--- src/decode_settings.svh ---
`ifndef DECODE_SETTINGS_SVH
`define DECODE_SETTINGS_SVH

// general register file depth.
`define DECODE_REG_COUNT 32

// word width of data, pc and immediates.
`define DECODE_DATA_WIDTH 32

// kept small so the wrap shows up early in simulation.
// anything from 4 to 32 works.
`define DECODE_COUNT_WIDTH 8

`endif
--- src/decode_pkg.sv ---
`default_nettype none
`include "decode_settings.svh"

package decode_pkg;

    typedef logic [`DECODE_DATA_WIDTH-1:0] data_t;
    typedef logic [$clog2(`DECODE_REG_COUNT)-1:0] reg_addr_t;
    typedef logic [31:0] instr_t;
    typedef logic [4:0] shamt_t;

    // primary opcodes of the supported subset.
    typedef enum logic [5:0] {
        op_special = 6'h00,
        op_j       = 6'h02,
        op_jal     = 6'h03,
        op_beq     = 6'h04,
        op_bne     = 6'h05,
        op_addiu   = 6'h09,
        op_slti    = 6'h0a,
        op_andi    = 6'h0c,
        op_ori     = 6'h0d,
        op_xori    = 6'h0e,
        op_lui     = 6'h0f,
        op_lw      = 6'h23,
        op_sw      = 6'h2b,
        op_ll      = 6'h30,
        op_sc      = 6'h38
    } opcode_t;

    // function codes under op_special.
    typedef enum logic [5:0] {
        fn_sll  = 6'h00,
        fn_srl  = 6'h02,
        fn_jr   = 6'h08,
        fn_mfhi = 6'h10,
        fn_mthi = 6'h11,
        fn_mflo = 6'h12,
        fn_mtlo = 6'h13,
        fn_mult = 6'h18,
        fn_addu = 6'h21,
        fn_subu = 6'h23,
        fn_and  = 6'h24,
        fn_or   = 6'h25,
        fn_xor  = 6'h26,
        fn_slt  = 6'h2a
    } funct_t;

    typedef enum logic [3:0] {
        alu_add, alu_sub, alu_and, alu_or, alu_xor,
        alu_slt, alu_sll, alu_srl, alu_lui, alu_pass
    } alu_op_t;

    typedef struct packed {
        logic   valid;
        instr_t instr;
        data_t  pc;
    } fetch_pkt_t;

    typedef struct packed {
        alu_op_t alu_op;
        logic    use_imm;
        logic    reg_write;
        logic    mem_read;
        logic    mem_write;
        logic    branch_eq;
        logic    branch_ne;
        logic    jump;
        logic    jump_reg;
        logic    link;
        logic    read_hi;
        logic    read_lo;
        logic    write_hi;
        logic    write_lo;
        logic    load_link;
        logic    store_cond;
        logic    illegal;
    } control_t;

    typedef struct packed {
        logic      reg_write;
        reg_addr_t dest;
        data_t     data;
        logic      write_hi;
        data_t     hi_data;
        logic      write_lo;
        data_t     lo_data;
        logic      write_llbit;
        logic      llbit;
    } writeback_t;

    typedef struct packed {
        logic      valid;
        reg_addr_t dest; // register the later stage is producing.
        data_t     data;
    } forward_entry_t;

    // entry 0 is execute, entry 1 is memory.
    typedef forward_entry_t [1:0] forward_t;

    typedef struct packed {
        logic      valid;
        data_t     pc;
        data_t     pcadd4;
        data_t     pcjump;
        control_t  control;
        reg_addr_t dest;
        data_t     imm;
        shamt_t    shamt;
        data_t     rs_val;
        data_t     rt_val;
        data_t     hi;
        data_t     lo;
        logic      llbit;
    } decode_out_t;

endpackage

`default_nettype wire

--- src/decode_stage.sv ---
`timescale 1ns/1ps
`default_nettype none
`include "decode_settings.svh"

module decode_stage import decode_pkg::*; (
    input  wire logic       pif,
    input  wire logic       rst,
    input  wire fetch_pkt_t fetch,
    input  wire logic       stall,
    input  wire logic       flush,
    input  wire writeback_t wb,
    input  wire forward_t   fwd,
    output decode_out_t     dec_out,
    output logic            count_overflow
);

    fetch_pkt_t  held;
    decode_out_t next_out;
    control_t    ctl;
    reg_addr_t   rs;
    reg_addr_t   rt;
    reg_addr_t   dest;
    data_t       imm;
    shamt_t      shamt;
    data_t       rf_a;
    data_t       rf_b;
    data_t       rs_val;
    data_t       rt_val;
    data_t       hi;
    data_t       lo;
    logic        llbit;
    data_t       pcadd4;

    pipe_reg #(.payload_t(fetch_pkt_t)) fetch_reg (
        .pif(pif), .rst(rst), .stall(stall), .flush(flush),
        .d(fetch), .q(held)
    );

    main_decoder decoder (
        .instr(held.instr), .ctl(ctl), .rs(rs), .rt(rt),
        .dest(dest), .imm(imm), .shamt(shamt)
    );

    // writebacks land even while the stage is stalled.
    register_file gpr (
        .pif(pif), .rst(rst),
        .we(wb.reg_write), .waddr(wb.dest), .wdata(wb.data),
        .raddr_a(rs), .raddr_b(rt), .rdata_a(rf_a), .rdata_b(rf_b)
    );

    special_regs sregs (
        .pif(pif), .rst(rst), .wb(wb),
        .hi(hi), .lo(lo), .llbit(llbit), .count_overflow(count_overflow)
    );

    operand_forward forwarder (
        .rs(rs), .rt(rt), .rf_a(rf_a), .rf_b(rf_b), .fwd(fwd),
        .rs_val(rs_val), .rt_val(rt_val)
    );

    assign pcadd4 = held.pc + data_t'(4);

    always_comb begin
        next_out.valid   = held.valid;
        next_out.pc      = held.pc;
        next_out.pcadd4  = pcadd4;
        // jump target keeps the region bits of the delay slot.
        next_out.pcjump  = {pcadd4[`DECODE_DATA_WIDTH-1 -: 4], held.instr[25:0], 2'b00};
        next_out.control = ctl;
        next_out.dest    = dest;
        next_out.imm     = imm;
        next_out.shamt   = shamt;
        next_out.rs_val  = rs_val;
        next_out.rt_val  = rt_val;
        next_out.hi      = hi;
        next_out.lo      = lo;
        next_out.llbit   = llbit;
    end

    pipe_reg #(.payload_t(decode_out_t)) out_reg (
        .pif(pif), .rst(rst), .stall(stall), .flush(flush),
        .d(next_out), .q(dec_out)
    );

endmodule

`default_nettype wire

--- src/pipe_reg.sv ---
`timescale 1ns/1ps
`default_nettype none

module pipe_reg #(
    parameter type payload_t = logic [0:0]
) (
    input  wire logic     pif,
    input  wire logic     rst,
    input  wire logic     stall,
    input  wire logic     flush,
    input  wire payload_t d,
    output payload_t      q
);

    payload_t bubble;

    always_comb begin
        bubble = d;
        bubble[$bits(payload_t)-1] = 1'b0; // valid is the top bit of the payload.
    end

    // stall wins over flush. a flushed slot keeps its payload bits.
    always_ff @(posedge pif) begin
        if (rst) begin
            q <= '0;
        end else if (!stall) begin
            q <= flush ? bubble : d;
        end
    end

endmodule

`default_nettype wire

--- src/operand_forward.sv ---
`timescale 1ns/1ps
`default_nettype none

module operand_forward import decode_pkg::*; (
    input  wire reg_addr_t rs,
    input  wire reg_addr_t rt,
    input  wire data_t     rf_a,
    input  wire data_t     rf_b,
    input  wire forward_t  fwd,
    output data_t          rs_val,
    output data_t          rt_val
);

    // execute beats memory, memory beats the register file.
    function automatic data_t pick(reg_addr_t sel, data_t rf_val, forward_t f);
        if (sel == '0) begin
            return '0; // r0 ignores any forward.
        end
        if (f[0].valid && f[0].dest == sel) begin
            return f[0].data;
        end
        if (f[1].valid && f[1].dest == sel) begin
            return f[1].data;
        end
        return rf_val;
    endfunction

    assign rs_val = pick(rs, rf_a, fwd);
    assign rt_val = pick(rt, rf_b, fwd);

endmodule

`default_nettype wire

--- src/special_regs.sv ---
`timescale 1ns/1ps
`default_nettype none
`include "decode_settings.svh"

module special_regs import decode_pkg::*; (
    input  wire logic       pif,
    input  wire logic       rst,
    input  wire writeback_t wb,
    output data_t           hi,
    output data_t           lo,
    output logic            llbit,
    output logic            count_overflow
);

    logic [`DECODE_COUNT_WIDTH-1:0] count;

    always_ff @(posedge pif) begin
        if (rst) begin
            hi    <= '0;
            lo    <= '0;
            llbit <= 1'b0;
        end else begin
            if (wb.write_hi) hi <= wb.hi_data;
            if (wb.write_lo) lo <= wb.lo_data;
            if (wb.write_llbit) llbit <= wb.llbit; // own field, not hi.
        end
    end

    // free-running count. pulse sits in the cycle right after the wrap.
    always_ff @(posedge pif) begin
        if (rst) begin
            count          <= '0;
            count_overflow <= 1'b0;
        end else begin
            count          <= count + 1'b1;
            count_overflow <= &count;
        end
    end

endmodule

`default_nettype wire

--- src/register_file.sv ---
`timescale 1ns/1ps
`default_nettype none
`include "decode_settings.svh"

module register_file import decode_pkg::*; (
    input  wire logic      pif,
    input  wire logic      rst,
    input  wire logic      we,
    input  wire reg_addr_t waddr,
    input  wire data_t     wdata,
    input  wire reg_addr_t raddr_a,
    input  wire reg_addr_t raddr_b,
    output data_t          rdata_a,
    output data_t          rdata_b
);

    data_t regs [`DECODE_REG_COUNT];

    // r0 is never written, so it stays at its reset value of zero.
    always_ff @(posedge pif) begin
        if (rst) begin
            for (int i = 0; i < `DECODE_REG_COUNT; i++) begin
                regs[i] <= '0;
            end
        end else if (we && waddr != '0) begin
            regs[waddr] <= wdata;
        end
    end

    // no write-through. a same-cycle write shows up after the edge.
    assign rdata_a = regs[raddr_a];
    assign rdata_b = regs[raddr_b];

endmodule

`default_nettype wire

--- src/main_decoder.sv ---
`timescale 1ns/1ps
`default_nettype none

module main_decoder import decode_pkg::*; (
    input  wire instr_t instr,
    output control_t    ctl,
    output reg_addr_t   rs,
    output reg_addr_t   rt,
    output reg_addr_t   dest,
    output data_t       imm,
    output shamt_t      shamt
);

    localparam int data_w = $bits(data_t);

    opcode_t   opcode;
    funct_t    funct;
    reg_addr_t rd;

    function automatic alu_op_t r_alu(funct_t f);
        case (f)
            fn_addu: return alu_add;
            fn_subu: return alu_sub;
            fn_and:  return alu_and;
            fn_or:   return alu_or;
            fn_xor:  return alu_xor;
            fn_slt:  return alu_slt;
            fn_sll:  return alu_sll;
            fn_srl:  return alu_srl;
            default: return alu_pass; // moves, jr and mult.
        endcase
    endfunction

    function automatic alu_op_t i_alu(opcode_t op);
        case (op)
            op_addiu, op_lw, op_sw, op_ll, op_sc: return alu_add; // address adds too.
            op_slti:         return alu_slt;
            op_andi:         return alu_and;
            op_ori:          return alu_or;
            op_xori:         return alu_xor;
            op_lui:          return alu_lui;
            op_beq, op_bne:  return alu_sub;
            default:         return alu_pass;
        endcase
    endfunction

    assign opcode = opcode_t'(instr[31:26]);
    assign funct  = funct_t'(instr[5:0]);
    assign rs     = instr[25:21];
    assign rt     = instr[20:16];
    assign rd     = instr[15:11];
    assign shamt  = instr[10:6];

    always_comb begin
        ctl = '0;
        ctl.alu_op = (opcode == op_special) ? r_alu(funct) : i_alu(opcode);
        case (opcode)
            op_special: begin
                case (funct)
                    fn_addu, fn_subu, fn_and, fn_or, fn_xor, fn_slt, fn_sll, fn_srl:
                        ctl.reg_write = 1'b1;
                    fn_jr: ctl.jump_reg = 1'b1;
                    fn_mfhi: begin
                        ctl.read_hi   = 1'b1;
                        ctl.reg_write = 1'b1;
                    end
                    fn_mflo: begin
                        ctl.read_lo   = 1'b1;
                        ctl.reg_write = 1'b1;
                    end
                    fn_mthi: ctl.write_hi = 1'b1;
                    fn_mtlo: ctl.write_lo = 1'b1;
                    fn_mult: begin
                        // product lands in hi and lo.
                        ctl.write_hi = 1'b1;
                        ctl.write_lo = 1'b1;
                    end
                    default: ctl.illegal = 1'b1;
                endcase
            end
            op_addiu, op_slti, op_andi, op_ori, op_xori, op_lui: begin
                ctl.use_imm   = 1'b1;
                ctl.reg_write = 1'b1;
            end
            op_lw, op_ll: begin
                ctl.use_imm   = 1'b1;
                ctl.reg_write = 1'b1;
                ctl.mem_read  = 1'b1;
                ctl.load_link = (opcode == op_ll);
            end
            op_sw: begin
                ctl.use_imm   = 1'b1;
                ctl.mem_write = 1'b1;
            end
            op_sc: begin
                ctl.use_imm    = 1'b1;
                ctl.mem_write  = 1'b1;
                ctl.store_cond = 1'b1;
                ctl.reg_write  = 1'b1; // success flag goes back to rt.
            end
            op_beq: ctl.branch_eq = 1'b1;
            op_bne: ctl.branch_ne = 1'b1;
            op_j:   ctl.jump = 1'b1;
            op_jal: begin
                ctl.jump      = 1'b1;
                ctl.link      = 1'b1;
                ctl.reg_write = 1'b1;
            end
            default: ctl.illegal = 1'b1;
        endcase
    end

    always_comb begin
        case (opcode)
            op_andi, op_ori, op_xori: imm = {{(data_w-16){1'b0}}, instr[15:0]};
            op_lui:                   imm = {instr[15:0], {(data_w-16){1'b0}}};
            default:                  imm = {{(data_w-16){instr[15]}}, instr[15:0]};
        endcase
    end

    always_comb begin
        if (opcode == op_jal) begin
            dest = '1; // r31, the link register.
        end else if (opcode == op_special) begin
            dest = rd;
        end else begin
            dest = rt;
        end
    end

endmodule

`default_nettype wire

--- config.mk ---
export PLATFORM = sky130hd
export DESIGN_NAME = decode_stage
export DESIGN_NICKNAME = d
export VERILOG_FILES = /design/src/decode_pkg.sv /design/src/decode_stage.sv /design/src/pipe_reg.sv /design/src/operand_forward.sv /design/src/special_regs.sv /design/src/register_file.sv /design/src/main_decoder.sv
export VERILOG_INCLUDE_DIRS = /design/src
export SDC_FILE = /design/constraint.sdc
export NUM_CORES = 2
export LEC_CHECK = 0
export BUFFER_PORTS_ARGS = -buffer_cell sky130_fd_sc_hd__buf_2
export CAP_MARGIN = 20
export CORE_MARGIN = 2
export CORE_UTILIZATION = 50
export CTS_CLUSTER_SIZE = 10
export DETAILED_ROUTE_END_ITERATION = 7
export HOLD_SLACK_MARGIN = 0.06
export PLACE_DENSITY = 0.77
export SLEW_MARGIN = 20
export SYNTH_ARGS = -nofsm -noshare
export SYNTH_HDL_FRONTEND = slang
export SYNTH_SLANG_ARGS = --single-unit
export TNS_END_PERCENT = 50
--- constraint.sdc ---
create_clock -name pif -period 5.1 [get_ports pif]
set_input_delay 0.51 -clock pif [delete_from_list [all_inputs] [get_ports pif]]
set_output_delay 0.51 -clock pif [all_outputs]
set_load 0.05 [all_outputs]
==> summary.md <==
| Metric | Value |
|---|---|
| Final HPWL DP | 152000 um |
| Crit-path cells | buf_12, mux4_2, a22oi_1, a22oi_1, a221o_1, dlygate4sd3_1 |
| Synth Flop Type | edfxtp_1 |
| Final Util | 58.2% |
| Compound-Gate Fraction of Synth Area | 6.70% |
| R2r endpoint | out_reg.q[97] |
| Final setup fails | 0 |
| Tmin final | 3.74 ns |
| H-tree depth | 4 |
| Total power | 0.0285 W |
| Synth cell types | 76 |
| Leak | 29.9 nW |
| Die area | 0.145 mm2 |
| CTS tree | done |
| Worst-path clk slew | 0.06 ns |
| Hold path depth | 3 |
| 1st-pass router iterations | 6 |
| Fraction of the mapped netlist area in simple logic gates | 12.8% |
| Final Skew | 0.0499 ns |
| Startpoint Class | flip-flop |
| I/O pins | 540 |
| Initial core utilization | 50.2% |
| Vias in the first global route | 50789 |
| PD cells | 347 mW/mm2 |
| Clk sinks | 1448 |
| Flop2flop setup slack | 1.36 ns |
| Min-Delay Endpoint | out_reg.q[83] |
| Root buffer cell | clkbuf_16 |
| Setup TNS | 0 ns |
| Layout cell share with drive strength beyond 1 | 25.2% |
| Clk buf depth | 3 |
| Fin nets | 6005 |
| Syn_area_per_cell | 13.5 um2 |
| # rows | 138 |
| Post-Syn Area | 0.0708 mm2 |
| Arr. time, crit path | 4.44 ns |
| Mapped Cells | 5249 |
| Data required, critical path | 5.80 ns |
| Most frequent CP cell | a22oi_1 |
| Routed wire length | 241000 um |
| Synth Area in XOR/XNOR | 0.532% |
| Setup CP Type | reg2reg |
| Global-route wire length before repair | 347000 um |
| CTS resizes | 0 |
| Unrepaired setup endpoints after global routing | no |
| Final number of hold-violating endpoints | 0 |
| Slew Viols, Final | 0 |
| Fmax | 267 MHz |
| Max_cap viols | 0 |
| TritonCTS buffer count | 167 |
| Register area share after synthesis | 55.4% |
| Main combinational cell family by area after synthesis | multiplexers |
| Critical path's slowest cell | dfxtp_4 |
| Core Area | 0.141 mm2 |
| Die X | 380 um |
| VDD IR max | 0.301 mV |
| GPL Wtd Cong | 0.976 |
| Initial antenna violation count | 28 |
| Setup WS pre-CTS | 1.41 ns |
| Worst-Margin Slew | 1.21 ns |
| Hold Crit Start | fwd[18] |
| Largest net degree at the start of global routing | 158 |
| Remaining antenna violation count | 0 |
| P&R area growth vs syn | 15.9% |
| Final period util | 73.4% |
| Synth async-reset ratio | 0% |
| Routed len/inst | 31.1 um |
| PortBufs | 537 |
| PnR worst setup slack | 1.36 ns |
| Multiplexer share of the synthesized area | 21.0% |
| YS warnings | 0 |
| CP endpoint kind | flip-flop |
| Number of synthesized flops with an enable pin | 1024 |
| Reg2reg path depth | 6 |
| Post-synth top area cell | edfxtp_1 |
| Slew margin rel. | 19.3% |
| Top cell type's share of synthesized area | 43.4% |
| Vias | 51108 |
| Largest stage delay, worst path | 0.77 ns |
| Gr ovfl total | 0 |
| Vias per cell | 6.59 |
| Top post-synthesis cells by area | edfxtp_1, mux4_2, dfxtp_1, and2_1, mux2i_1 |
| Hold/Removal Path Class | in2reg |
| GRT Total Usage | 32.7% |
| Status | completed |
| Worst-path fanout max | 66 |
| Adder-cell share of the synthesized area | 0.0495% |
| Detailed Route Iter0 Violations | 7638 |
| Residual DRC | 0 |
| Die height | 380 um |
| Flops & latches, synth | 1448 |
| Clock Latency Late Sink | 0.81 ns |
-- synth_stat cells (all sizes together), types with 7 or more instances --
cell type and count:
edfxtp 1024, and2 997, mux4 480, dfxtp 424, nor2 394, clkbuf 378
mux2i 360, buf 163, a22oi 132, nand2 107, a21oi 98, o22ai 68
o21ai 59, inv 58, o221ai 40, a22o 34, mux2 33, a221o 32
o2111ai 31, o211ai 31, o221a 31, nand3 28, nor2b 27, a32oi 25
xor2 22, xnor2 21, a211oi 19, nor3 13, nand4 12, a221oi 11
or3 10, a31oi 7, nand3b 7, nor4 7
-- worst max-delay path: cells and delay by family (launching register included) --
kind	cells	cell delay, ns
AO/OA/AOI/OAI	3	1.07
buffers and inverters	2	1.06
flip-flops	1	0.77
multiplexers	1	0.58
-- sequential cells by signal, indices dropped and copies added (netlist names), named ones only --
name	flops
sregs.count_overflow	1
sregs.count	8
gpr.regs	1024
sregs.hi	32
fetch_reg.q	65
sregs.llbit	1
out_reg.q	275
sregs.lo	32
-- layer usage --
metal / track usage [%] / share of wire [%]
met3: 11.3 / 15
met2: 49.2 / 44
met4: 20.4 / 7.2
met5: 0.860 / 0.12
met1: 40.3 / 33
-- report_power, final --
group	internal (W)	switching, W	leakage (nW)
sequential	0.0132	0.000507	13.2
combinational	0.00139	0.00228	14.4
clock	0.00622	0.00487	2.35
total	0.0208	0.00766	29.9
-- worst max path at each step --
stage,start,end,slack (ns),depth (start not counted)
3_3_place_gp,rst,gpr.regs[1][26],1.45,5
2_1_floorplan,rst,gpr.regs[20][0],1.00,5
4_1_cts,flip-flop,out_reg.q[114],1.42,6
3_5_place_dp,rst,gpr.regs[18][11],1.41,5
5_1_grt,flip-flop,out_reg.q[105],1.26,6
6_report,flip-flop,out_reg.q[97],1.36,6
-- cells in the final DEF, fill, tap and decap left out, types with 23 or more instances in the layout --
| master | synthesis | layout |
|---|---|---|
| nor2_1 | 393 | 359 |
| o21ai_4 | 0 | 31 |
| nand2_1 | 106 | 105 |
| and2_1 | 995 | 996 |
| o211ai_1 | 31 | 31 |
| buf_4 | 19 | 104 |
| clkbuf_1 | 374 | 75 |
| nor2_2 | 0 | 32 |
| a32oi_1 | 25 | 25 |
| clkbuf_16 | 0 | 167 |
| inv_1 | 57 | 56 |
| mux4_2 | 461 | 461 |
| nor2b_1 | 27 | 23 |
| a221o_1 | 32 | 32 |
| buf_2 | 92 | 535 |
| o221a_2 | 31 | 31 |
| mux2_2 | 33 | 33 |
| a22oi_1 | 132 | 132 |
| a21oi_1 | 98 | 96 |
| nand3_1 | 28 | 27 |
| o22ai_1 | 68 | 68 |
| a22o_1 | 32 | 32 |
| mux2i_1 | 360 | 360 |
| o221ai_1 | 40 | 40 |
| dlygate4sd3_1 | 0 | 183 |
| o2111ai_1 | 31 | 31 |
| edfxtp_1 | 1024 | 1024 |
| conb_1 | 1 | 34 |
| dfxtp_1 | 424 | 417 |
-- repair_timing --
item,4_1_cts,5_1_grt
endpoints found under the hold margin,193,1
hold buffers,182,1
setup buffers,0,0
-- per-stage QoR --
stage / hold slack, ns / cells / cell area (um2)
after floorplan: 0.418 / 5282 / 71000
after global placement: 0.430 / 7289 / 75300
after detailed placement: 0.435 / 7290 / 75300
after CTS: 0.0637 / 7740 / 82100
after global routing: 0.0824 / 7746 / 82100
final: 0.104 / 7755 / 82100
-- kinds of logic after synthesis --
family,count (synthesis)
adders and majority gates,3
and+or+nand+nor,1639
xor gates and xnor gates,43
DFF,1448
other,1
muxes,873
AOI/OAI and AO/OA,643
buffers and inverters,599
-- layout make-up --
class / instances / area [um2]
inverters: 58 / 219
flip-flops and latches: 1448 / 39300
multi-input cells: 3235 / 29700
fillers: 10652 / 59000
repair buffers: 842 / 5670
clock inverters: 20 / 349
well taps: 1890 / 2360
diodes: 14 / 35.0
clock buffers: 248 / 4540
Power figures use the tool's default switching activity.
